`src/logic/msx_bus_pkg.sv`:
```
// bus-side widths and types
// segment register I/O port numbers
`default_nettype none

package msx_bus_pkg;

	// ------------------------------
	// widths
	// ------------------------------
	localparam int bus_addr_bits = 16;
	localparam int bus_data_bits = 8;
	localparam int segment_bits = 8;
	// page is the top of the address, offset the rest
	localparam int page_bits = 2;
	localparam int offset_bits = bus_addr_bits - page_bits;

	typedef logic [bus_addr_bits-1:0] bus_addr_t;
	typedef logic [bus_data_bits-1:0] bus_data_t;
	typedef logic [segment_bits-1:0] segment_t;
	typedef logic [page_bits-1:0] page_t;
	typedef logic [offset_bits-1:0] offset_t;

	// ------------------------------
	// mapper I/O ports
	// ------------------------------
	// page 0 register, pages 1..3 follow at FD, FE, FF
	localparam logic [7:0] mapper_port_base = 8'hFC;
	localparam int mapper_pages = 2 ** page_bits;

endpackage

`default_nettype wire

```
`src/logic/ram_pkg.sv`:
```
// memory-side widths and the RAM request struct
// request buffer depth, read latency, refresh timing
`default_nettype none

package ram_pkg;

	// ------------------------------
	// addresses
	// ------------------------------
	// segment above a 14-bit offset, 22 bits
	localparam int ram_addr_bits = msx_bus_pkg::segment_bits + msx_bus_pkg::offset_bits;
	typedef logic [ram_addr_bits-1:0] ram_addr_t;

	// implemented array, 256 KiB
	// only 16 segments exist, upper segment bits alias
	localparam int ram_size_bits = 18;
	typedef logic [ram_size_bits-1:0] ram_index_t;

	// one memory access from mapper to controller
	typedef struct packed {
		logic wr;
		ram_addr_t addr;
		msx_bus_pkg::bus_data_t data;
	} ram_req_t;

	// ------------------------------
	// request buffer
	// ------------------------------
	localparam int fifo_depth = 4;
	localparam int fifo_ptr_bits = $clog2(fifo_depth);
	typedef logic [fifo_ptr_bits-1:0] fifo_ptr_t;
	// one extra bit so a full buffer is countable
	typedef logic [fifo_ptr_bits:0] fifo_count_t;

	// ------------------------------
	// controller timing
	// ------------------------------
	// pop of a read to rdata_en
	localparam int read_latency = 2;
	// refresh_len stalled cycles in every refresh_period
	localparam int refresh_period = 64;
	localparam int refresh_len = 4;
	localparam int refresh_cnt_bits = $clog2(refresh_period);
	typedef logic [refresh_cnt_bits-1:0] refresh_cnt_t;

endpackage

`default_nettype wire

```
`src/logic/msx_mapper.sv`:
```
// memory mapper on the CPU bus
// segment registers, page translation, RAM request issue
// and completion of bus reads
`timescale 1ns/1ps
`default_nettype none

module msx_mapper (
	input wire clk,
	input wire n_reset,
	// CPU bus
	input wire msx_bus_pkg::bus_addr_t bus_address,
	input wire msx_bus_pkg::bus_data_t bus_write_data,
	input wire bus_read,
	input wire bus_write,
	input wire bus_io,
	input wire bus_memory,
	output logic bus_read_ready,
	output msx_bus_pkg::bus_data_t bus_read_data,
	output logic bus_busy,
	// RAM request side
	output ram_pkg::ram_req_t req,
	output logic req_valid,
	input wire busy,
	input wire msx_bus_pkg::bus_data_t rdata,
	input wire rdata_en
);

	// one register per page
	msx_bus_pkg::segment_t seg_q [msx_bus_pkg::mapper_pages];
	msx_bus_pkg::page_t port_page;
	msx_bus_pkg::page_t page;
	msx_bus_pkg::offset_t offset;
	ram_pkg::ram_addr_t phys_addr;
	logic seg_write;
	logic mem_read;
	logic mem_write;
	logic read_pending_q;

	assign mem_read = bus_memory && bus_read;
	assign mem_write = bus_memory && bus_write;

	// ------------------------------
	// segment registers
	// ------------------------------
	// low port bits pick the page
	assign port_page = bus_address[msx_bus_pkg::page_bits-1:0];
	// I/O write to FC..FF, upper port bits must match the base
	assign seg_write = bus_io && bus_write &&
		(bus_address[7:msx_bus_pkg::page_bits] ==
		msx_bus_pkg::mapper_port_base[7:msx_bus_pkg::page_bits]);

	always_ff @(posedge clk) begin
		if (!n_reset) begin
			// every page starts in segment 0
			for (int i = 0; i < msx_bus_pkg::mapper_pages; i++) begin
				seg_q[i] <= '0;
			end
		end else if (seg_write) begin
			seg_q[port_page] <= bus_write_data;
		end
	end

	// ------------------------------
	// page translation
	// ------------------------------
	// page bits out, segment in
	assign page = bus_address[msx_bus_pkg::bus_addr_bits-1 -: msx_bus_pkg::page_bits];
	assign offset = bus_address[msx_bus_pkg::offset_bits-1:0];
	assign phys_addr = {seg_q[page], offset};

	// ------------------------------
	// request issue
	// ------------------------------
	// level rises the cycle after the strobe
	// held until the buffer is not full at an edge
	always_ff @(posedge clk) begin
		if (!n_reset) begin
			req_valid <= 1'b0;
		end else if (mem_read || mem_write) begin
			req_valid <= 1'b1;
		end else if (!busy) begin
			req_valid <= 1'b0;
		end
	end

	// payload, captured with the strobe
	always_ff @(posedge clk) begin
		if (mem_read || mem_write) begin
			req.wr <= mem_write;
			req.addr <= phys_addr;
			// don't care on reads
			req.data <= bus_write_data;
		end
	end

	// host must not strobe memory while this is high
	assign bus_busy = req_valid;

	// ------------------------------
	// read completion
	// ------------------------------
	// one read outstanding at most, host waits for ready
	always_ff @(posedge clk) begin
		if (!n_reset) begin
			read_pending_q <= 1'b0;
		end else if (mem_read) begin
			read_pending_q <= 1'b1;
		end else if (rdata_en) begin
			read_pending_q <= 1'b0;
		end
	end

	assign bus_read_ready = rdata_en && read_pending_q;
	// zero on the bus when nothing completes
	assign bus_read_data = bus_read_ready ? rdata : '0;

endmodule

`default_nettype wire

```
`config.mk`:
```
export PLATFORM = sky130hd
export DESIGN_NAME = msx_mapper
export DESIGN_NICKNAME = d
export VERILOG_FILES = /design/src/logic/msx_bus_pkg.sv /design/src/logic/ram_pkg.sv /design/src/logic/msx_mapper.sv
export SDC_FILE = /design/constraint.sdc
export NUM_CORES = 1
export LEC_CHECK = 0
export ABC_AREA = 0
export BUFFER_PORTS_ARGS = -buffer_cell sky130_fd_sc_hd__buf_2
export CORE_MARGIN = 2
export CORE_UTILIZATION = 50
export DETAILED_ROUTE_END_ITERATION = 10
export GPL_TIMING_DRIVEN = 0
export PLACE_DENSITY = 0.78
export SYNTH_ARGS = -nofsm -noshare
export SYNTH_HDL_FRONTEND = slang
export SYNTH_SLANG_ARGS = --single-unit
```
`constraint.sdc`:
```
create_clock -name clk -period 1.65 [get_ports clk]
set_input_delay 0.165 -clock clk [delete_from_list [all_inputs] [get_ports clk]]
set_output_delay 0.165 -clock clk [all_outputs]
set_load 0.1 [all_outputs]
```
Word level (Yosys, flattened, before mapping)
Memories as Yosys holds them, arrays and structs flattened. A register that Yosys moved wholly into a read port is not among the register bits.
Index checks and enable logic that the tools add are counted.
- bits in registers: 33
- bits in writable memories: 32
- input bits: 40
- output and inout port bits: 42
- word-level logic and storage cells: 28
- memories kept: 1
- equality and inequality tests: 2
- multiplexer cells: 12
- reductions and logical operators: 8
- memories (name ; words ; width ; rd ports ; clocked after memory_dff ; write ports ; RTL line ; RTL):
    seg_q ; 4 ; 8 ; 1 ; 1 ; 4 ; msx_mapper.sv:29 ; msx_bus_pkg::segment_t seg_q [msx_bus_pkg::mapper_pages];
- operators by type and width (kind ; count):
    $mux W8 ; 2
    $mux W1 ; 9
    $reduce_or A8 Y1 ; 1
    $eq A6 B6 Y1 const B ; 1
    $logic_and A1 B1 Y1 ; 5
    $mux W2 ; 1
    $ne A2 B1 Y1 const B ; 1
    $reduce_bool A2 Y1 ; 1
    $logic_or A1 B1 Y1 ; 1

Depth between registers and ports, before layout
Gate-level depths: netlist of the first run.
- depth in word-level cells: 7
- mapped depth: 3
- gate-level depth less buffers: 2

Worst setup path after synthesis of the first run
No wires, ideal clock.
- path type: flip-flop to output port
- from: reg req_valid (netlist: bus_busy)
- to: out req_valid
- arrival time: 1.368 ns
- required time: 1.485 ns
- slack: 0.117 ns
- cell stages (with the launch flop): 2
- buffers on the path: 1
- path through: dfxtp_1 buf_4
- RTL lines (what ; RTL line ; RTL):
    from (decl) ; msx_mapper.sv:22 ; output logic req_valid,
    from (signal assigned) ; msx_mapper.sv:78 ; req_valid <= 1'b0;
    from (signal assigned) ; msx_mapper.sv:80 ; req_valid <= 1'b1;
    from (signal assigned) ; msx_mapper.sv:82 ; req_valid <= 1'b0;
No word-level cell between the ends.

Worst setup path after layout of the first run
- from: reg read_pending_q
- to: out bus_read_data[4]
- word-level cells in the longest chain between the ends: 2
- ends and longest elaborated chain (what ; RTL line ; RTL):
    from (decl) ; msx_mapper.sv:37 ; logic read_pending_q;
    from (signal assigned) ; msx_mapper.sv:105 ; read_pending_q <= 1'b0;
    from (signal assigned) ; msx_mapper.sv:107 ; read_pending_q <= 1'b1;
    from (signal assigned) ; msx_mapper.sv:109 ; read_pending_q <= 1'b0;
    $logic_and A1 B1 Y1 ; msx_mapper.sv:113 ; assign bus_read_ready = rdata_en && read_pending_q;
    $mux W8 ; msx_mapper.sv:115 ; assign bus_read_data = bus_read_ready ? rdata : '0;
    to (decl) ; msx_mapper.sv:18 ; output msx_bus_pkg::bus_data_t bus_read_data,
No other way between the ends.

==> run summary, run 1 <==
The routed metal-1 wirelength is 2312 um. The data arrival time of the critical path came out at 1.44 ns. The share of async-settable or async-resettable flops after synthesis came out at 0%.

After floorplanning, the core was divided into 27 placement rows. The number of antenna violations at the first check in global routing came out at 0. Of the total power, the clock network draws between 30% and 40%.

The clock buffer count from CTS is 9. The clock arrives with 0.002965 ns of skew. Among all flip-flop cells after synthesis, the most frequent one is edfxtp_1. The total met2 wirelength after detailed routing came out at 2606 um. The endpoint identified for the worst register-to-register timing path is req[26].

The worst register-to-register path begins at seg_q[3][4]. The clock transition at the registers of the reported paths is 0.07 ns. The clock latency on the worst-skew pair came out at 0.33 ns.

From left edge to right edge, the die measures 78.27 um. The count of H-tree levels built during CTS is 3. The detailed router finished its first iteration with 83 violations.

The total number of vias is 1707. The number of iterations in the first detailed-routing pass is 4. The remaining antenna violation count is 0. The internal portion of the total power is 2.926 mW. Wires add up to 5323 um. The count of cells resized by post-cts repair is 0. The max capacitance violation total is 0. With fillers left out, the area of the finished cells amounts to 0.003508 sq mm. The run finished with clean final reports. By startpoint and endpoint, the worst setup path is classified as reg -> out. 0 antenna diodes ended up in the layout.

The number of global-route vias before repair came out at approximately 1700. For the pin with the worst max-slew slack, the measured transition is roughly 0.87 ns. The final-stage net count came out at approximately 290. The relative contribution of combinational cells to total power is 19.6%.

The worst path needs roughly 1.6 ns of the cycle, external delays included. The final count of negative-setup-slack endpoints came out at 0. The die area came out at 0.006125 sq mm. The type of origin of the critical path is a flip-flop. For this design the ratio of total power to cell area is 1194 mW/mm^2. TritonCTS built the clock tree.

The number of synthesized register bits came out at 65. The warning count from the yosys run came out at 0. In this run the top signal layer used is met4. The worst setup path is captured at a primary output. The count of placed standard cells in the final layout, fillers left out is roughly 330. The instance area at placement is 0.003243 sq mm. Counting distinct cell types in the post-synthesis netlist gives 20. The CTS sink count is 65. The residual DRC count came out at 0. After floorplanning, the core was sized to cover ~0.0054 sq mm. The required time of the critical path came out at 1.48 ns. The top cell type's share of synthesized area came out at between 60 and 70%.

The net switching component of the power came out at 1.264 mW. edfxtp_1 takes more of the synthesized area than any other cell. The number of flops mapped to enable cells by yosys came out at 63.

The deepest clock path buffer count is 2. The portion of the clock cycle consumed by the worst path in the final layout came out at 97.17%. Port buffering added 79 buffers. The layout overhead on the synthesized area came out at 27.22%. Across all register-to-register paths, the minimum setup slack is just over 0.5 ns.

The post-placement cell count is just over 300. Summed over all cells, the static leakage comes to 1.287 nW. The die height is 78.27 um. The sequential cell area fraction in the yosys report came out at a little over two thirds. The launch point of the worst path is read_pending_q. The wire length per cell after detailed routing came out at ~16 um.

The first global-routing pass estimated ~8500 um of wire. The number of nets handed over by synthesis was between 150 and 200. After technology mapping, the gate count stands at 152. The hold violation total from the final report is 0.

The largest net degree at the start of global routing came out at 33. After synthesis the cells add up to 0.002758 sq mm. By area the synthesized netlist is led by edfxtp_1 69%, nor4_2 8.2%, mux4_2 6.5%, and3_1 1.8%, o31ai_2 1.8%.

The top fanout value on the critical path came out at 10. The number of post-CTS setup repair buffers came out at 0. Buffers inserted to repair hold after CTS numbered 4.

The final-layout worst hold slack is roughly 0.021 ns. The worst IR drop on VDD is 773.6 uV. The number of pins exceeding their max-slew limit in the final report came out at 0. The placed wire-length estimate is 3695 um. The switching power as a share of total power came out at 30.16%. After detailed routing, the number of vias per cell comes to 5.252. Derived from the worst setup path, the maximum achievable clock frequency is 0.6237 GHz. Global routing used 18.64% of the available tracks. Setup repair after global routing left no endpoint under its margin. The post-synthesis average cell area came out at 18.14 sq um.

The share of total power dissipated in sequential elements is 46.6%. The length of routed met3 wiring is approximately 320 um. At the end of the flow the core is filled with cells to 64.91%. In this run the worst hold path is classified as in -> reg. Measured in cells, the most critical reg-to-reg path has a length of 1. The initial core utilization came out at 51.02%. 82 I/O pins were placed. The fraction of final layout cells sized beyond drive strength 1 is between 50 and 60%.

The remaining global-route overflow is 0. The final weighted congestion in routability-driven placement is around 0.8. The worst slew margin relative to its limit came out at 41.71%. In this run the worst setup path terminates at bus_read_data[4].

The cell at the root of the clock tree is clkbuf_8.
-- metal layers --
layer	vias up	track usage [%]
li1	810	-
met1	821	24.94
met2	68	28.19
met3	8	7.241
met4	0	6.316
met5	-	0
-- placed cells by master (no fill, tap or decap), drive strengths merged, types with 3 or more instances in the layout --
master / Yosys / routed
mux4: 8 / 8
o31ai: 4 / 4
nand2: 10 / 10
nand2b: 3 / 3
edfxtp: 63 / 63
dlygate4sd3: 0 / 6
and3: 8 / 8
and2: 3 / 3
nor4: 24 / 24
clkbuf: 1 / 14
buf: 12 / 91
nor3: 8 / 8
-- state kept, by name (all words and copies together) (netlist names) --
register / flops
seg_q: 32
req: 31
read_pending_q: 1
bus_busy: 1
-- worst max-delay path: stages, from the launching register on --
cell,delay (ns)
dfxtp_1,0.46
and3_1,0.21
buf_2,0.43
-- worst min-delay path by stage --
stage	startpoint	endpoint	slack, ns	depth (start not counted)
after global routing	bus_write_data[6]	req[6]	0.006	1
after CTS	bus_address[11]	req[19]	0.001	1
final	bus_write_data[6]	req[6]	0.02	1
after global placement	bus_address[10]	req[18]	0.34	1
after detailed placement	bus_address[10]	req[18]	0.35	1
after floorplan	bus_write_data[0]	req[0]	0.26	0
-- per-stage QoR --
stage               power, mW  TNS [ns]  worst slack (ns)
CTS                     4.219         0           0.06347
global placement        2.793    -8.092           -0.2060
global route            4.314         0           0.01456
detailed placement      2.804    -10.89           -0.2481
floorplan               2.642         0            0.1171
finish                  4.189         0           0.04664
-- kinds of logic (layout without fill, tap and decap cells) --
group / Yosys count / count (layout) / share of synthesized area [%]
flip-flops: 65 / 65 / 70.05
AND/OR/NAND/NOR: 59 / 59 / 17.29
buffers and inverters: 13 / 114 / 3.493
multiplexers: 8 / 8 / 6.533
AO/OA/AOI/OAI: 7 / 7 / 2.632
-- cell type report --
cell class                 count  area (sq um)
clock inverter                 3         65.06
tap                           72         90.09
multi-input combinational     74         730.7
fill                         412          1897
sequential                    65          1932
timing repair buffer          85         455.4
clock buffer                  13         138.9
buffer                        13         96.34
-- Yosys cell counts, types with 2 or more instances --
cell,n
and2_1,2
and3_1,8
buf_2,5
buf_4,3
buf_6,4
dfxtp_1,2
edfxtp_1,63
mux4_2,8
nand2_1,10
nand2b_1,3
nand4_4,2
nor3_1,8
nor4_1,6
nor4_2,18
o21a_1,2
o31ai_2,4
-- power groups by stage --
stage | clock network, mW | registers (mW) | logic [mW]
after floorplan | 0 | 2.45 | 0.191
after global placement | 0 | 1.99 | 0.807
after detailed placement | 0 | 1.99 | 0.814
after CTS | 1.44 | 1.96 | 0.822
after global routing | 1.50 | 1.96 | 0.850
final | 1.41 | 1.95 | 0.822
No activity file was read; power rests on OpenSTA's default activity.
==> run 2: changes to the inputs <==
- REMOVE_ABC_BUFFERS: not set -> 1
==> run 2 against run 1 <==
  * Via count down 2.3%
  * Worst hold slack worse by 0.0044 ns
  * Die area unchanged
  * Sequential power about the same
  * Clock-buffer cell count down 3
  * Final cell count down 2.5%
  * Combinational power about the same
  * First-iteration DRC count up 9.6%
  * Global-route usage down 1.4 points
  * Total power down 8.3%
==> run summary, run 2 (synthesized netlist as in run 1, its figures left out) <==
The run finished with clean final reports. In the final design database the tool counted 280 nets. The number of pins exceeding their max-slew limit in the final report was 0. The DRC violation total after the first TritonRoute iteration is 91. The floorplan step defined a core boundary enclosing 0.005405 sq mm. The top fanout value on the critical path is 10.

The required time of the critical path came out at about 1.5 ns. The routed design has 5015 um of wire. The post-route setup TNS is 0 ns. The clock buffer count from CTS is 9. The number of antenna repair diodes came out at 0. The H-tree was split into 3 levels.

In the layout the commonest cells are 81 x buf_2, 63 x edfxtp_1, 18 x nor4_2. The standard-cell row count is 27. The worst slack at placement came out at -0.4973 ns. The instance area at placement came out at 0.003157 sq mm. For this run, the top clock speed supported by timing is 0.6528 GHz. Across the run, the number of max-cap violations was 0. The total number of vias came out at approximately 1700.

The signal on the critical path passes through and3_1 > buf_2. The placed wire-length estimate came out at 3193 um. CTS saw 65 sinks. The remaining antenna violation count came out at 0. Counting flops per register, the top entry is seg_q. The CTS tree is done. The residual DRC count is 0. Using the TritonRoute via totals, the vias-per-cell ratio works out to roughly 5.3. The reported leakage power came out at 1.238 nW. At the end of routability-driven placement, the weighted congestion stood at 0.7127.

The wire length per cell after detailed routing came out at 15.82 um. The portion of the clock cycle consumed by the worst path in the final layout came out at between 90% and 100%. The initial core utilization came out at 51.02%. In this design, the stage delay of the slowest critical-path cell is 0.43 ns.

The clock latency on the worst-skew pair is between 0.3 and 0.4 ns. For the pin with the worst max-slew slack, the measured transition is 0.7440 ns. The setup path with the least slack is of type reg -> out. The library cell used most frequently in the layout, excluding fill and tap cells, is buf_2.

The slowest stage of the critical path belongs to the cell dfxtp_1. The die area is 0.006125 sq mm. The number of antenna violations at the first check in global routing is 0. The fraction of final layout cells sized beyond drive strength 1 is 53.06%.

The largest net degree at the start of global routing came out at 37. The final cell utilization of the core came out at 63.33%. Before antenna repair, the detailed router went through 4 iterations. After clock tree synthesis, the clock-pin slew on the worst setup and hold paths is 0.06 ns. After layout, the worst setup slack is 0.1182 ns. The data arrival time of the critical path came out at roughly 1.4 ns. The floorplan step set the die height to 78.27 um.

The largest registers in the layout are seg_q: 32 flops, req: 31 flops. Headroom to the max-slew limit came out at 50.40%. The remaining global-route overflow is 0.

The ratio of total power to cell area came out at 1122 mW/mm^2. The number of global-route vias before repair came out at ~1600. The final count of negative-setup-slack endpoints is 0. In this run the worst hold path is classified as in -> reg. The layout overhead on the synthesized area is 24.14%. 82 I/O pins were placed. The floorplan step set the die width to 78.27 um. Clock tree synthesis selected as its root buffer the cell clkbuf_8. The global-route usage over all layers came out at 17.23%.

The design area came out at 0.003423 sq mm. The deepest clock path buffer count is 2. The first global-routing pass estimated 7879 um of wire.

The nature of the critical path endpoint is a primary output. The register with the most flip-flops in the layout has 32 of them. In this run the tool buffered the top-level ports with 81 buffer cells. Across the routed clock network, the largest skew measured is between 0.002 and 0.0025 ns. The worst IR drop on VDD came out at 598.4 uV. The hold violation total from the final report came out at 0. The worst path needs 1.532 ns of the cycle, external delays included. The worst setup path is launched from a flip-flop. Setup repair after global routing left no endpoint under its margin.
[run 2: cell count changes in the layout (fill, tap and decap cells not counted), sizes merged]
cell / previous run / this run
bufinv: 2 / 0
clkbuf: 14 / 10
dlygate4sd3: 6 / 4
clkinv: 1 / 6
buf: 91 / 86
[run 2: routing by layer]
layer	GRT usage, %	up-vias	wire [um]
met1	20.96	818	2035
met5	0	-	0
met2	29.14	46	2715
met3	4.943	8	195
met4	6.842	0	68
li1	-	795	-
[run 2: critical path, delay by kind of cell (launching register included)]
family	cells	cell delay (ns)
DFF	1	0.43
buffers and inverters	1	0.42
and+or+nand+nor	1	0.19
[run 2: final timing paths]
check / start / end / slack, ns / depth (start not counted)
max: read_pending_q / bus_read_data[4] / 0.12 / 2
min: bus_address[12] / req[20] / 0.02 / 1
max reg2reg: seg_q[2][4] / req[26] / 0.53 / 1
min reg2reg: read_pending_q / read_pending_q / 0.59 / 2
[run 2: repair_timing]
action / 4_1_cts / 5_1_grt
hold buffers: 3 / 1
pin swaps: 0 / 4
setup endpoints to repair: 32 / 32
hold endpoints to repair: 3 / 1
buffers inserted: 0 / 5
resized for setup: 0 / 4
[run 2: layout make-up]
cell class / count / area (sq um)
fillers: 418 / 1982
flip-flops and latches: 65 / 1932
multi-input cells: 74 / 765.7
repair buffers: 90 / 483.0
clock buffers: 10 / 127.6
well taps: 72 / 90.09
clock inverters: 6 / 25.02
[run 2: metrics by stage]
step                hold WS, ns  std cells  power [mW]
floorplan                0.2639        139       2.617
global placement         0.3425        292       2.778
detailed placement       0.3444        292       2.788
CTS                   0.0004286        311       3.838
global route           0.002915        317       3.947
finish                  0.01684        317       3.840
[run 2: where the power goes]
group / internal, mW / total, mW / switching, mW
Combinational: 0.143 / 0.819 / 0.677
Sequential: 1.93 / 1.95 / 0.0261
Clock: 0.519 / 1.07 / 0.549
