## src/logic/msx_bus_pkg.sv

```systemverilog
// bus-side widths and types
// segment register I/O port numbers
`default_nettype none

package msx_bus_pkg;

	// ------------------------------
	// widths
	// ------------------------------
	localparam int bus_addr_bits = 16;
	localparam int bus_data_bits = 8;
	localparam int segment_bits = 8;
	// page is the top of the address, offset the rest
	localparam int page_bits = 2;
	localparam int offset_bits = bus_addr_bits - page_bits;

	typedef logic [bus_addr_bits-1:0] bus_addr_t;
	typedef logic [bus_data_bits-1:0] bus_data_t;
	typedef logic [segment_bits-1:0] segment_t;
	typedef logic [page_bits-1:0] page_t;
	typedef logic [offset_bits-1:0] offset_t;

	// ------------------------------
	// mapper I/O ports
	// ------------------------------
	// page 0 register, pages 1..3 follow at FD, FE, FF
	localparam logic [7:0] mapper_port_base = 8'hFC;
	localparam int mapper_pages = 2 ** page_bits;

endpackage

`default_nettype wire

```

## src/logic/ram_pkg.sv

```systemverilog
// memory-side widths and the RAM request struct
// request buffer depth, read latency, refresh timing
`default_nettype none

package ram_pkg;

	// ------------------------------
	// addresses
	// ------------------------------
	// segment above a 14-bit offset, 22 bits
	localparam int ram_addr_bits = msx_bus_pkg::segment_bits + msx_bus_pkg::offset_bits;
	typedef logic [ram_addr_bits-1:0] ram_addr_t;

	// implemented array, 256 KiB
	// only 16 segments exist, upper segment bits alias
	localparam int ram_size_bits = 18;
	typedef logic [ram_size_bits-1:0] ram_index_t;

	// one memory access from mapper to controller
	typedef struct packed {
		logic wr;
		ram_addr_t addr;
		msx_bus_pkg::bus_data_t data;
	} ram_req_t;

	// ------------------------------
	// request buffer
	// ------------------------------
	localparam int fifo_depth = 4;
	localparam int fifo_ptr_bits = $clog2(fifo_depth);
	typedef logic [fifo_ptr_bits-1:0] fifo_ptr_t;
	// one extra bit so a full buffer is countable
	typedef logic [fifo_ptr_bits:0] fifo_count_t;

	// ------------------------------
	// controller timing
	// ------------------------------
	// pop of a read to rdata_en
	localparam int read_latency = 2;
	// refresh_len stalled cycles in every refresh_period
	localparam int refresh_period = 64;
	localparam int refresh_len = 4;
	localparam int refresh_cnt_bits = $clog2(refresh_period);
	typedef logic [refresh_cnt_bits-1:0] refresh_cnt_t;

endpackage

`default_nettype wire

```

## src/logic/ram_req_fifo.sv

```systemverilog
// in-order request queue between mapper and RAM controller
// circular buffer with read/write pointers and a count
`timescale 1ns/1ps
`default_nettype none

module ram_req_fifo (
	input wire clk,
	input wire n_reset,
	// write side, from the mapper
	input wire ram_pkg::ram_req_t push_req,
	input wire push,
	output logic full,
	// read side, to the controller
	output ram_pkg::ram_req_t head_req,
	output logic not_empty,
	input wire pop
);

	ram_pkg::ram_req_t entries [ram_pkg::fifo_depth];
	ram_pkg::fifo_ptr_t wr_ptr_q;
	ram_pkg::fifo_ptr_t rd_ptr_q;
	ram_pkg::fifo_count_t count_q;
	logic do_push;
	logic do_pop;

	// pointer step with wrap at the last entry
	function automatic ram_pkg::fifo_ptr_t next_ptr(input ram_pkg::fifo_ptr_t p);
		if (p == ram_pkg::fifo_ptr_t'(ram_pkg::fifo_depth - 1)) begin
			return '0;
		end
		return p + 1'b1;
	endfunction

	// ------------------------------
	// status
	// ------------------------------
	assign full = (count_q == ram_pkg::fifo_count_t'(ram_pkg::fifo_depth));
	assign not_empty = (count_q != '0);

	assign do_pop = pop && not_empty;
	// a pop in the same cycle frees the slot of a full buffer
	assign do_push = push && (!full || do_pop);

	// head straight from storage, poppable one edge after its push
	assign head_req = entries[rd_ptr_q];

	// ------------------------------
	// storage
	// ------------------------------
	always_ff @(posedge clk) begin
		if (do_push) begin
			entries[wr_ptr_q] <= push_req;
		end
	end

	// ------------------------------
	// pointers and count
	// ------------------------------
	always_ff @(posedge clk) begin
		if (!n_reset) begin
			wr_ptr_q <= '0;
			rd_ptr_q <= '0;
			count_q <= '0;
		end else begin
			if (do_push) begin
				wr_ptr_q <= next_ptr(wr_ptr_q);
			end
			if (do_pop) begin
				rd_ptr_q <= next_ptr(rd_ptr_q);
			end
			// count moves only when one side acts alone
			case ({do_push, do_pop})
				2'b10: count_q <= count_q + 1'b1;
				2'b01: count_q <= count_q - 1'b1;
				default: count_q <= count_q;
			endcase
		end
	end

endmodule

`default_nettype wire

```

## config.mk

```make
export PLATFORM = sky130hd
export DESIGN_NAME = ram_req_fifo
export DESIGN_NICKNAME = d
export VERILOG_FILES = /design/src/logic/msx_bus_pkg.sv /design/src/logic/ram_pkg.sv /design/src/logic/ram_req_fifo.sv
export SDC_FILE = /design/constraint.sdc
export NUM_CORES = 1
export LEC_CHECK = 0
export BUFFER_PORTS_ARGS = -buffer_cell sky130_fd_sc_hd__clkbuf_2
export CORE_MARGIN = 2
export CORE_UTILIZATION = 40
export DETAILED_ROUTE_END_ITERATION = 16
export GPL_TIMING_DRIVEN = 0
export PLACE_DENSITY_LB_ADDON = 0.08
export SETUP_SLACK_MARGIN = 0.1
export SYNTH_ARGS = -nofsm -noshare
export SYNTH_HDL_FRONTEND = slang
export SYNTH_SLANG_ARGS = --single-unit
```

## constraint.sdc

```tcl
create_clock -name clk -period 2.37 [get_ports clk]
set_input_delay 0.3555 -clock clk [delete_from_list [all_inputs] [get_ports clk]]
set_output_delay 0.3555 -clock clk [all_outputs]
set_load 0.01 [all_outputs]
```

# --- Word level (Yosys, flattened, before mapping) ---
# Memories as Yosys holds them, arrays and structs flattened. A register that Yosys moved wholly into a read port is not among the register bits.
# Index checks and enable logic that the tools add are counted.
totals:
  ff_bits: 7
  mem_bits_rw: 124
  input_bits: 35
  out_inout_bits: 33
  elab_cells: 34
  n_memories: 1
memory_table:
  columns: ["memory", "depth", "width", "rd", "rd_clocked_by_memory_dff", "write_ports", "line_no", "text"]
  rows:
  - ["entries", 4, 31, 1, 1, 1, "ram_req_fifo.sv:19", "ram_pkg::ram_req_t entries [ram_pkg::fifo_depth];"]
classes:
  n_addsub: 4
  n_eq_ne: 5
  mux: 15
  reduce_logical: 6
ops:
  columns: ["cell", "count"]
  rows:
  - ["2-to-1 mux 2 bit", 6]
  - ["2-to-1 mux 1 bit", 8]
  - ["equality test 2 bit (second input constant)", 3]
  - ["case mux 3 bit (2 select lines)", 1]
  - ["adder 2 x 1 -> 2 bit (second input constant)", 2]
  - ["adder 3 x 1 -> 3 bit (second input constant)", 1]
  - ["equality test 3 bit (second input constant)", 1]
  - ["nonzero test 3 bit", 1]
  - ["subtractor 3 x 1 -> 3 bit (second input constant)", 1]
  - ["equality test 2 x 1 -> 1 bit (second input constant)", 1]
  - ["logical AND 1 bit", 2]
  - ["nonzero test 2 bit", 1]
  - ["zero test 1 bit", 1]
  - ["logical OR 1 bit", 1]

# --- Longest topological paths before layout ---
# Gate-level depths: netlist of the first run.
depth:
  word_depth: 7
  depth_mapped: 7
  mapped_depth_nobuf: 7

# --- Worst setup path before layout of the first run ---
# Ideal clock, no wire load.
synth_path:
  path_type: "register to register"
  start: "register count_q[2]"
  end: "memory entries[3][0] (netlist name) (enable)"
  arrival_ns: 1.604
  required_ns: 1.979
  path_slack_ns: 0.375
  stages_incl_launch_ff: 4
  cell_sequence: "dfxtp_1 -> nor3b_2 -> a21boi_2 -> and2_1"
synth_via:
  elab_chain_len: 6
  elab_cells_between_ends: 8
synth_rtl:
  columns: ["item", "line_no", "text"]
  rows:
  - ["start: declaration", "ram_req_fifo.sv:22", "ram_pkg::fifo_count_t count_q;"]
  - ["start signal: assignment", "ram_req_fifo.sv:73", "2'b10: count_q <= count_q + 1'b1;"]
  - ["start signal: assignment", "ram_req_fifo.sv:74", "2'b01: count_q <= count_q - 1'b1;"]
  - ["start signal: assignment", "ram_req_fifo.sv:75", "default: count_q <= count_q;"]
  - ["equality test 3 bit", "ram_req_fifo.sv:37", "assign full = (count_q == ram_pkg::fifo_count_t'(ram_pkg::fifo_depth));"]
  - ["named net full", "ram_req_fifo.sv:12", "output logic full,"]
  - ["zero test 1 bit", "ram_req_fifo.sv:42", "assign do_push = push && (!full || do_pop);"]
  - ["logical OR 1 bit", "ram_req_fifo.sv:42", null]
  - ["logical AND 1 bit", "ram_req_fifo.sv:42", null]
  - ["2-to-1 mux 1 bit", "ram_req_fifo.sv:51", "if (do_push) begin"]
  - ["2-to-1 mux 1 bit (implied by the code)", "ram_req_fifo.sv:52", "entries[wr_ptr_q] <= push_req;"]
  - ["end: declaration", "ram_req_fifo.sv:19", null]
# The timed path passes the listed nets, and every way through them passes these cells.

==> results by group, run 1 <==
Logic synthesis
  – Syn Nets: 262
  – Post-synth top area cell: edfxtp_1
  – Count leader, synth: edfxtp_1
  – Post-synth EDFFs: approximately 120
  – Post-synthesis register bit count: about 130
  – Ys flop type: edfxtp_1
  – Synth warn: 0
  – Mapped Cells: 221
  – Yosys top cell area share: between 70% and 80%
  – Post-synth top cells: edfxtp_1, mux4_2, dfxtp_1
  – Async SR Flop Fraction: 0%
  – Avg Cell Area, Syn: 22.6 sq um
  – Post-synthesis cell area: approximately 0.0050 sq mm
  – Cell variety after synth: 26
  – Largest cells by area after synthesis: edfxtp_1, mux4_2, dfxtp_1, ha_1, mux2i_1
  – Register area share after synthesis: ~78%

Place
  – Setup WS pre-CTS: 249 ps
  – Number of buffers inserted by port buffering: 66
  – Post-DP Area: 0.00558 sq mm
  – Final HPWL DP: roughly 5100 microns
  – RePlAce Congestion: 0.725
  – Placed insts: 457

Layout
  – Finished Core Util: roughly 50%
  – ANT cells: 0
  – Fin area: 0.00610 sq mm
  – Final nets: 349
  – Synth-to-Final Area Change: 22.3%
  – Layout cells sized above 1: between 40% and 50%
  – Fin cells: 488

Power
  – Clock group share of total power: ~40%
  – Switch share: a little over a fifth
  – P_sw: 1.23 mW
  – Pwr Density: 928 mW/mm^2
  – Power, Total: approximately 5.7 mW
  – Worst VDD drop: 0.535 mV
  – Sequential power share: 48.7%
  – Comb power frac: 11.4%
  – Cell-internal power: between 4 and 5 mW
  – Static Leak: approximately 2.1 nW

CTS
  – CTS tree: built
  – Worst-path clk slew: 50 ps
  – Clk sinks: 133
  – Skew-Pair Late Insertion Delay: 410 ps
  – Root buffer cell: clkbuf_16
  – Clk buf depth: 2
  – H-tree depth: 4
  – Post-CTS Setup Bufs: 0
  – Num CTS Buffers: 17

Timing
  – Relative slew slack: 42.6%
  – Setup TNS Final: 0 ps
  – Worst-margin pin slew: 861 ps
  – Achievable frequency: around 0.47 GHz
  – RSZ-0062 raised after global routing: no
  – Final hold vios: 0
  – Max-slew violations: 0
  – Period utilization: 90.4%
  – Final WS setup: approximately 230 ps
  – Worst clock skew: ~11 ps
  – Final setup fails: 0
  – Tightest hold margin: 161 ps
  – Tmin final: 2140 ps

Floorplan
  – Die Y: 116 microns
  – Initial core utilization: 41.2%
  – Core area: 0.0121 sq mm
  – Boundary Pins: a little under 70
  – Die Wd: 116 microns
  – Die area: between 0.01 and 0.015 sq mm
  – Std cell rows: 40

GRT
  – GR Util All Layers: 13.8%
  – Grt ovf: 0
  – Largest net degree at the start of global routing: 32
  – First-pass GRT wire length: 12800 microns
  – Initial antenna violation count: 0
  – Vias in the first global route: 2394

Drt
  – Vias/cell: ~4.8
  – DR iter-0 viols: 104
  – Post-DRT Antenna Nets: 0
  – DR vias: 2323
  – # DRC: 0
  – DR WL/cell: 17.2 microns
  – First-pass DRT Iterations: 4
  – Routed WL: 8380 microns

Setup path
  – Worst path max stage delay: 550 ps
  – Worst EP arrival: 1790 ps
  – Startpoint types: flop
  – CP Capture Type: output pin
  – Setup Crit Path Kind: reg -> out
  – Worst Path Max Fanout: 10
  – CP max-delay cell: mux4_2
  – WP data required: approximately 2000 ps
  – CP cell instances: buf_4 -> mux4_2 -> clkbuf_2

Outcome
  – Status: complete, no violations

Worst hold path
  – Hold Crit Class: in -> reg

Job
  – Max Cap Violations: 0
## final timing paths
path / start / end / slack, ps / cells after the start
worst min-delay path: push_req[7] / entries[0][7] / 160 / 1
worst max register to register: count_q[2] / entries[1][0] / 320 / 3
worst min register to register: rd_ptr_q[0] / flop / 550 / 2
worst max-delay path: flop / head_req[19] / 230 / 3
## state kept, by name, indices dropped and copies added (netlist names), named ones only
signal    flops
entries     124
rd_ptr_q      2
wr_ptr_q      2
count_q       3
## cell usage in the layout (no fill, tap or decap), drive strengths merged, types with 2 or more instances in the layout
master / count
a21oi: 2
and2: 5
buf: 9
clkbuf: 88
clkinv: 8
dfxtp: 9
edfxtp: 124
ha: 5
inv: 7
mux2i: 4
mux4: 31
nand2: 4
nor2: 4
nor2b: 4
nor3: 2
xor2: 2
## worst max-delay path, delay by kind of cell, from the launching register on
family   cells  cell delay [ps]
buf+inv      2              420
flops        1              410
mux          1              550
## metal layers
layer | track usage, % | vias to the layer above | wire length, microns
met2 | 20.5 | 53 | 4020
met1 | 17.3 | 1171 | 3700
met4 | 7.38 | 0 | 175
li1 | - | 1086 | -
met5 | 0 | - | 0
met3 | 5.65 | 13 | 487
## power groups by stage
stage                     Combinational, mW  Clock [mW]  Sequential, mW
after detailed placement              0.662           0            2.80
after global routing                  0.715        2.42            2.77
final                                 0.646        2.26            2.76
after floorplan                       0.405           0            2.79
after global placement                0.638           0            2.80
after CTS                             0.670        2.31            2.76
## final cells by class
| class | instances | area [sq um] |
|---|---|---|
| well taps | 168 | 210 |
| flip-flops and latches | 133 | 3900 |
| inverters | 7 | 26.3 |
| plain buffers | 7 | 42.5 |
| multi-input cells | 74 | 1030 |
| clock inverters | 9 | 62.6 |
| clock buffers | 22 | 444 |
| repair buffers | 68 | 378 |
| fillers | 1040 | 6010 |
## timing repair
action,4_1_cts,5_1_grt
resized for setup,6,0
hold buffers,0,0
endpoints found under the setup margin,30,0
## cell families (layout without fill, tap and decap cells)
family	after synthesis	in the layout	synth area share, %
adders and majority gates	6	6	1.65
muxes	35	35	14.8
buffers and inverters	14	113	1.15
DFF	133	133	78.2
xor gates and xnor gates	2	2	0.351
and+or+nand+nor	22	22	2.41
AOI/OAI and AO/OA	9	9	1.40
Power figures use the tool's default switching activity.
==> run 2: changes to the inputs <==
CORE_ASPECT_RATIO = 2   (was default)
==> results by group, run 2 (synthesis results as in run 1) <==
Outcome
  – Status: complete, no violations

Drt
  – DR vias: 2391
  – DR WL/cell: roughly 19 microns
  – First-pass DRT Iterations: 4
  – Vias/cell: roughly 5
  – DR iter-0 viols: approximately 120
  – Post-DRT Antenna Nets: 0
  – Routed WL: 8760 microns
  – # DRC: 0

CTS
  – Root buffer cell: clkbuf_16
  – Clk buf depth: 2
  – Num CTS Buffers: 17
  – CTS tree: built
  – Hold_buf cts: 0
  – Clk sinks: between 100 and 150
  – Worst-path clk slew: around 60 ps
  – H-tree depth: 4
  – Skew-Pair Late Insertion Delay: 410 ps
  – Post-CTS Setup Bufs: 0

Setup path
  – R2R cell count: 6
  – Worst R2R Start: count_q[1]
  – WP data required: 2010 ps
  – Worst Path Max Fanout: 10
  – Startpoint types: flop
  – CP Capture Type: output pin
  – Setup Crit Path Kind: reg -> out
  – Worst EP arrival: around 1800 ps

Floorplan
  – Core area: ~0.012 sq mm
  – Die area: 0.0134 sq mm
  – Die Wd: 83.0 microns
  – Boundary Pins: 68
  – Die Y: 162 microns
  – Initial core utilization: 40.9%
  – Std cell rows: between 50 and 60

Timing
  – Achievable frequency: roughly 0.47 GHz
  – Final setup fails: 0
  – Setup TNS Final: 0 ps
  – Tightest hold margin: ~160 ps
  – Worst clock skew: 8.50 ps
  – Tmin final: ~2100 ps
  – Period utilization: 90.2%
  – Worst-margin pin slew: 888 ps
  – RSZ-0062 raised after global routing: no
  – Relative slew slack: between 40% and 50%
  – Max-slew violations: 0
  – Final hold vios: 0

Layout
  – Fin area: 0.00614 sq mm
  – Max reg flops: 124
  – ANT cells: 0
  – Top reg by flops: entries
  – Synth-to-Final Area Change: 23.0%
  – Layout cells sized above 1: 45.0%
  – Largest registers: entries: 124 flops, count_q: 3 flops
  – Most frequent cells in the layout: edfxtp_1, clkbuf_2, mux4_2, clkbuf_16, dfxtp_1
  – Final nets: 350
  – Finished Core Util: 50.3%
  – Fill cell count: 982
  – Most common cell after layout, fill and taps aside: edfxtp_1

Place
  – Number of buffers inserted by port buffering: between 60 and 70
  – Post-DP Area: roughly 0.0056 sq mm
  – Final HPWL DP: 5340 microns
  – RePlAce Congestion: around 0.66

Worst hold path
  – Worst Hold Launch: push_req[0]
  – WHS Path Cells: 1
  – Hold Crit Class: in -> reg

Power
  – Power, Total: 5.82 mW
  – Clock group share of total power: 41.6%
  – Sequential power share: between 40% and 50%
  – Comb power frac: 11.1%
  – P_sw: 1.35 mW
  – Worst VDD drop: 0.576 mV
  – Pwr Density: 949 mW/mm^2
  – Static Leak: 2.15 nW
  – Cell-internal power: 4.47 mW
  – Switch share: 23.2%

GRT
  – Largest net degree at the start of global routing: 32
  – Vias in the first global route: 2578
  – First-pass GRT wire length: 13900 microns
  – GR Util All Layers: between 10% and 20%
  – Grt ovf: 0
  – Initial antenna violation count: 0

Job
  – Max Cap Violations: 0
## run 2: cell count changes in the layout (fill, tap and decap cells not counted)
cell | before | now
buf_12 | 1 | 3
buf_16 | 1 | 0
clkbuf_1 | 5 | 2
clkinv_1 | 6 | 0
clkinv_2 | 2 | 1
clkinv_4 | 0 | 4
clkinvlp_4 | 0 | 4
inv_6 | 0 | 3
## run 2: power groups by stage
stage                     Combinational, mW  Sequential, mW  Clock [mW]
after global routing                  0.711            2.76        2.58
after detailed placement              0.662            2.80           0
final                                 0.646            2.75        2.43
after floorplan                       0.405            2.79           0
after global placement                0.640            2.80           0
after CTS                             0.669            2.76        2.49
## run 2: worst paths after layout
| path | endpoint | slack, ps |
|---|---|---|
| hold / removal | entries[0][0] | 160 |
| setup reg to reg | count_q[1] | 330 |
| hold reg to reg | count_q[2] | 550 |
| setup / recovery | head_req[6] | 230 |
## run 2: final cells by class
class	count	area [sq um]	share of cell area, %
inverter	7	26.3	0.428
tap	147	184	3.00
clock buffer	19	433	7.05
sequential	133	3900	63.6
clock inverter	13	126	2.06
timing repair buffer	69	390	6.36
buffer	7	42.5	0.693
multi-input combinational	74	1030	16.8
## run 2: worst max-delay path, stage by stage, from the launching register on
cell	delay [ps]
dfxtp_1	390
buf_4	270
mux4_2	560
clkbuf_2	150
## run 2: what timing repair did
item / in CTS / in global routing
resized for setup: 6 / 0
hold endpoints to repair: 0 / 0
endpoints found under the setup margin: 30 / 0
## run 2: routing by layer
layer,global-route usage (%),part of all wire [%]
met4,6.93,1.6
met2,25.5,56
met3,4.52,3.3
met5,0,0
met1,14.9,39
## run 2: through the flow
stage / std cells / setup slack [ps]
after floorplan: 221 / 375
after CTS: 469 / 159
after detailed placement: 437 / 207
final: 469 / 232
after global placement: 434 / -432
after global routing: 469 / 105
==> run 3: changes to the inputs <==
PLACE_DENSITY = 0.63   (was default)
PLACE_DENSITY_LB_ADDON = default   (was 0.08)
==> results by group, run 3 (synthesis results as in run 1) <==
Drt
  – DR vias: 2381
  – First-pass DRT Iterations: 4
  – DR WL/cell: 18.4 microns
  – DR iter-0 viols: 98
  – # DRC: 0
  – Routed WL: 8590 microns
  – Vias/cell: 5.11
  – Post-DRT Antenna Nets: 0

CTS
  – Clk buf depth: 2
  – Hold_buf cts: 0
  – Worst-path clk slew: 50 ps
  – Skew-Pair Late Insertion Delay: 410 ps
  – Clk sinks: roughly 130
  – Num CTS Buffers: 17
  – H-tree depth: 4
  – CTS tree: built
  – Post-CTS Setup Bufs: 0
  – Root buffer cell: clkbuf_16

GRT
  – Initial antenna violation count: 0
  – First-pass GRT wire length: 13300 microns
  – Largest net degree at the start of global routing: 32
  – GRT busiest layer: met2
  – GR Util All Layers: ~13%
  – Met2 Usage GRT: 24.8%
  – Grt ovf: 0
  – Vias in the first global route: 2609
  – Met1 Track Usage GR: between 10 and 15%
  – GR Layer Usage met3: 4.22%

Layout
  – Max reg flops: 124
  – Most common cell after layout, fill and taps aside: edfxtp_1
  – Synth-to-Final Area Change: 23.6%
  – ANT cells: 0
  – Most frequent cells in the layout: edfxtp_1, clkbuf_2, mux4_2, clkbuf_16, dfxtp_1
  – Final nets: ~350
  – Largest registers: entries: 124 flops, count_q: 3 flops
  – Top reg by flops: entries
  – Finished Core Util: 50.6%
  – Layout cells sized above 1: 44.2%

Timing
  – Tightest hold margin: 164 ps
  – Final setup fails: 0
  – Final hold vios: 0
  – Worst clock skew: 6.78 ps
  – RSZ-0062 raised after global routing: no
  – Tmin final: 2130 ps
  – Setup TNS Final: 0 ps
  – Worst-margin pin slew: 900 ps
  – Achievable frequency: 0.470 GHz
  – Relative slew slack: 40.0%
  – Period utilization: 89.8%
  – Max-slew violations: 0

Power
  – Static Leak: 2.17 nW
  – Pwr Density: 999 mW/mm^2
  – Comb power frac: 10.3%
  – Power, Total: roughly 6.2 mW
  – P_sw: about 1.3 mW
  – Cell-internal power: between 4 and 5 mW
  – Sequential power share: 44.8%
  – Switch share: 21.0%
  – Clock group share of total power: 44.9%
  – Worst VDD drop: between 0.5 and 0.6 mV

Setup path
  – CP max-delay cell: mux4_2
  – Worst R2R Start: count_q[0]
  – Crit path to: head_req[17]
  – Worst Path Max Fanout: 10
  – WP data required: between 2000 and 2500 ps
  – Crit path buffers/inverters: 2
  – Setup Crit Path Kind: reg -> out
  – Startpoint types: flop
  – CP Capture Type: output pin
  – CP cell instances: buf_4 -> mux4_2 -> clkbuf_2
  – CP top delay family: multiplexers
  – Worst EP arrival: between 1500 and 2000 ps
  – CP Depth: 3
  – R2R Path End: entries[1][26]
  – Worst path max stage delay: ~550 ps
  – R2R cell count: 3
  – Reg2Reg Setup Slack: approximately 270 ps

Floorplan
  – Boundary Pins: 68
  – Die area: 0.0134 sq mm
  – Die Wd: 83.0 microns
  – Std cell rows: 57
  – Initial core utilization: 40.9%
  – Die Y: 162 microns
  – Core area: 0.0122 sq mm

Worst hold path
  – Hold Crit Class: in -> reg

Place
  – Number of buffers inserted by port buffering: 66
  – RePlAce Congestion: about 0.68
  – Final HPWL DP: 5440 microns

Job
  – Max Cap Violations: 0

Outcome
  – Status: complete, no violations
==> run 3: cell count changes in the layout (fill, tap and decap cells not counted), sizes merged <==
| cell | before | now |
|---|---|---|
| bufinv | 1 | 5 |
| buf | 10 | 7 |
| inv | 10 | 7 |
| clkinv | 5 | 7 |
| clkinvlp | 4 | 2 |
| clkbuf | 85 | 84 |
==> run 3: repair_timing <==
item                                    in CTS  in global routing
pin swaps                                    0                  0
gates resized for setup                      6                  1
endpoints found under the setup margin      25                  1
==> run 3: area by class of cell <==
cell class | count | area, sq um
clock buffer | 18 | 429
multi-input combinational | 74 | 1040
sequential | 133 | 3900
timing repair buffer | 66 | 330
buffer | 7 | 42.5
inverter | 7 | 26.3
tap | 147 | 184
clock inverter | 14 | 209
fill | 982 | 6030
==> run 3: worst min-delay path by stage <==
| stage | endpoint | depth (start not counted) | slack (ps) | startpoint |
|---|---|---|---|---|
| 3_3_place_gp | count_q[2] | 2 | 510 | count_q[2] |
| 2_1_floorplan | entries[0][0] | 0 | 450 | push_req[0] |
| 5_1_grt | entries[1][15] | 1 | 160 | push_req[15] |
| 4_1_cts | entries[2][28] | 1 | 150 | push_req[28] |
| 6_report | entries[0][10] | 1 | 160 | push_req[10] |
| 3_5_place_dp | count_q[2] | 2 | 540 | count_q[2] |
==> run 3: per-stage QoR <==
step                cells  area, sq um  worst slack [ps]
finish                466         6170               243
global route          466         6170               123
CTS                   466         6160               185
detailed placement    434         5510               254
global placement      434         5500              -322
floorplan             221         4990               375
==> run 3: layer usage <==
metal | vias to the layer above | part of all wire [%]
met5 | - | 0
met4 | 0 | 2.5
met3 | 14 | 4.1
met2 | 53 | 57
met1 | 1233 | 37
li1 | 1081 | -
==> run 3: power groups by stage <==
stage | clock (mW) | sequential, mW | combinational (mW)
after floorplan | 0 | 2.79 | 0.405
after global placement | 0 | 2.80 | 0.627
after detailed placement | 0 | 2.81 | 0.643
after CTS | 2.81 | 2.76 | 0.650
after global routing | 2.89 | 2.77 | 0.691
final | 2.77 | 2.76 | 0.634
==> run 3: worst reg2reg max path, delay by kind of cell, from the launching register on <==
family             cells  cell delay [ps]
and+or+nand+nor        2              910
DFF                    1              470
AOI/OAI and AO/OA      1              320
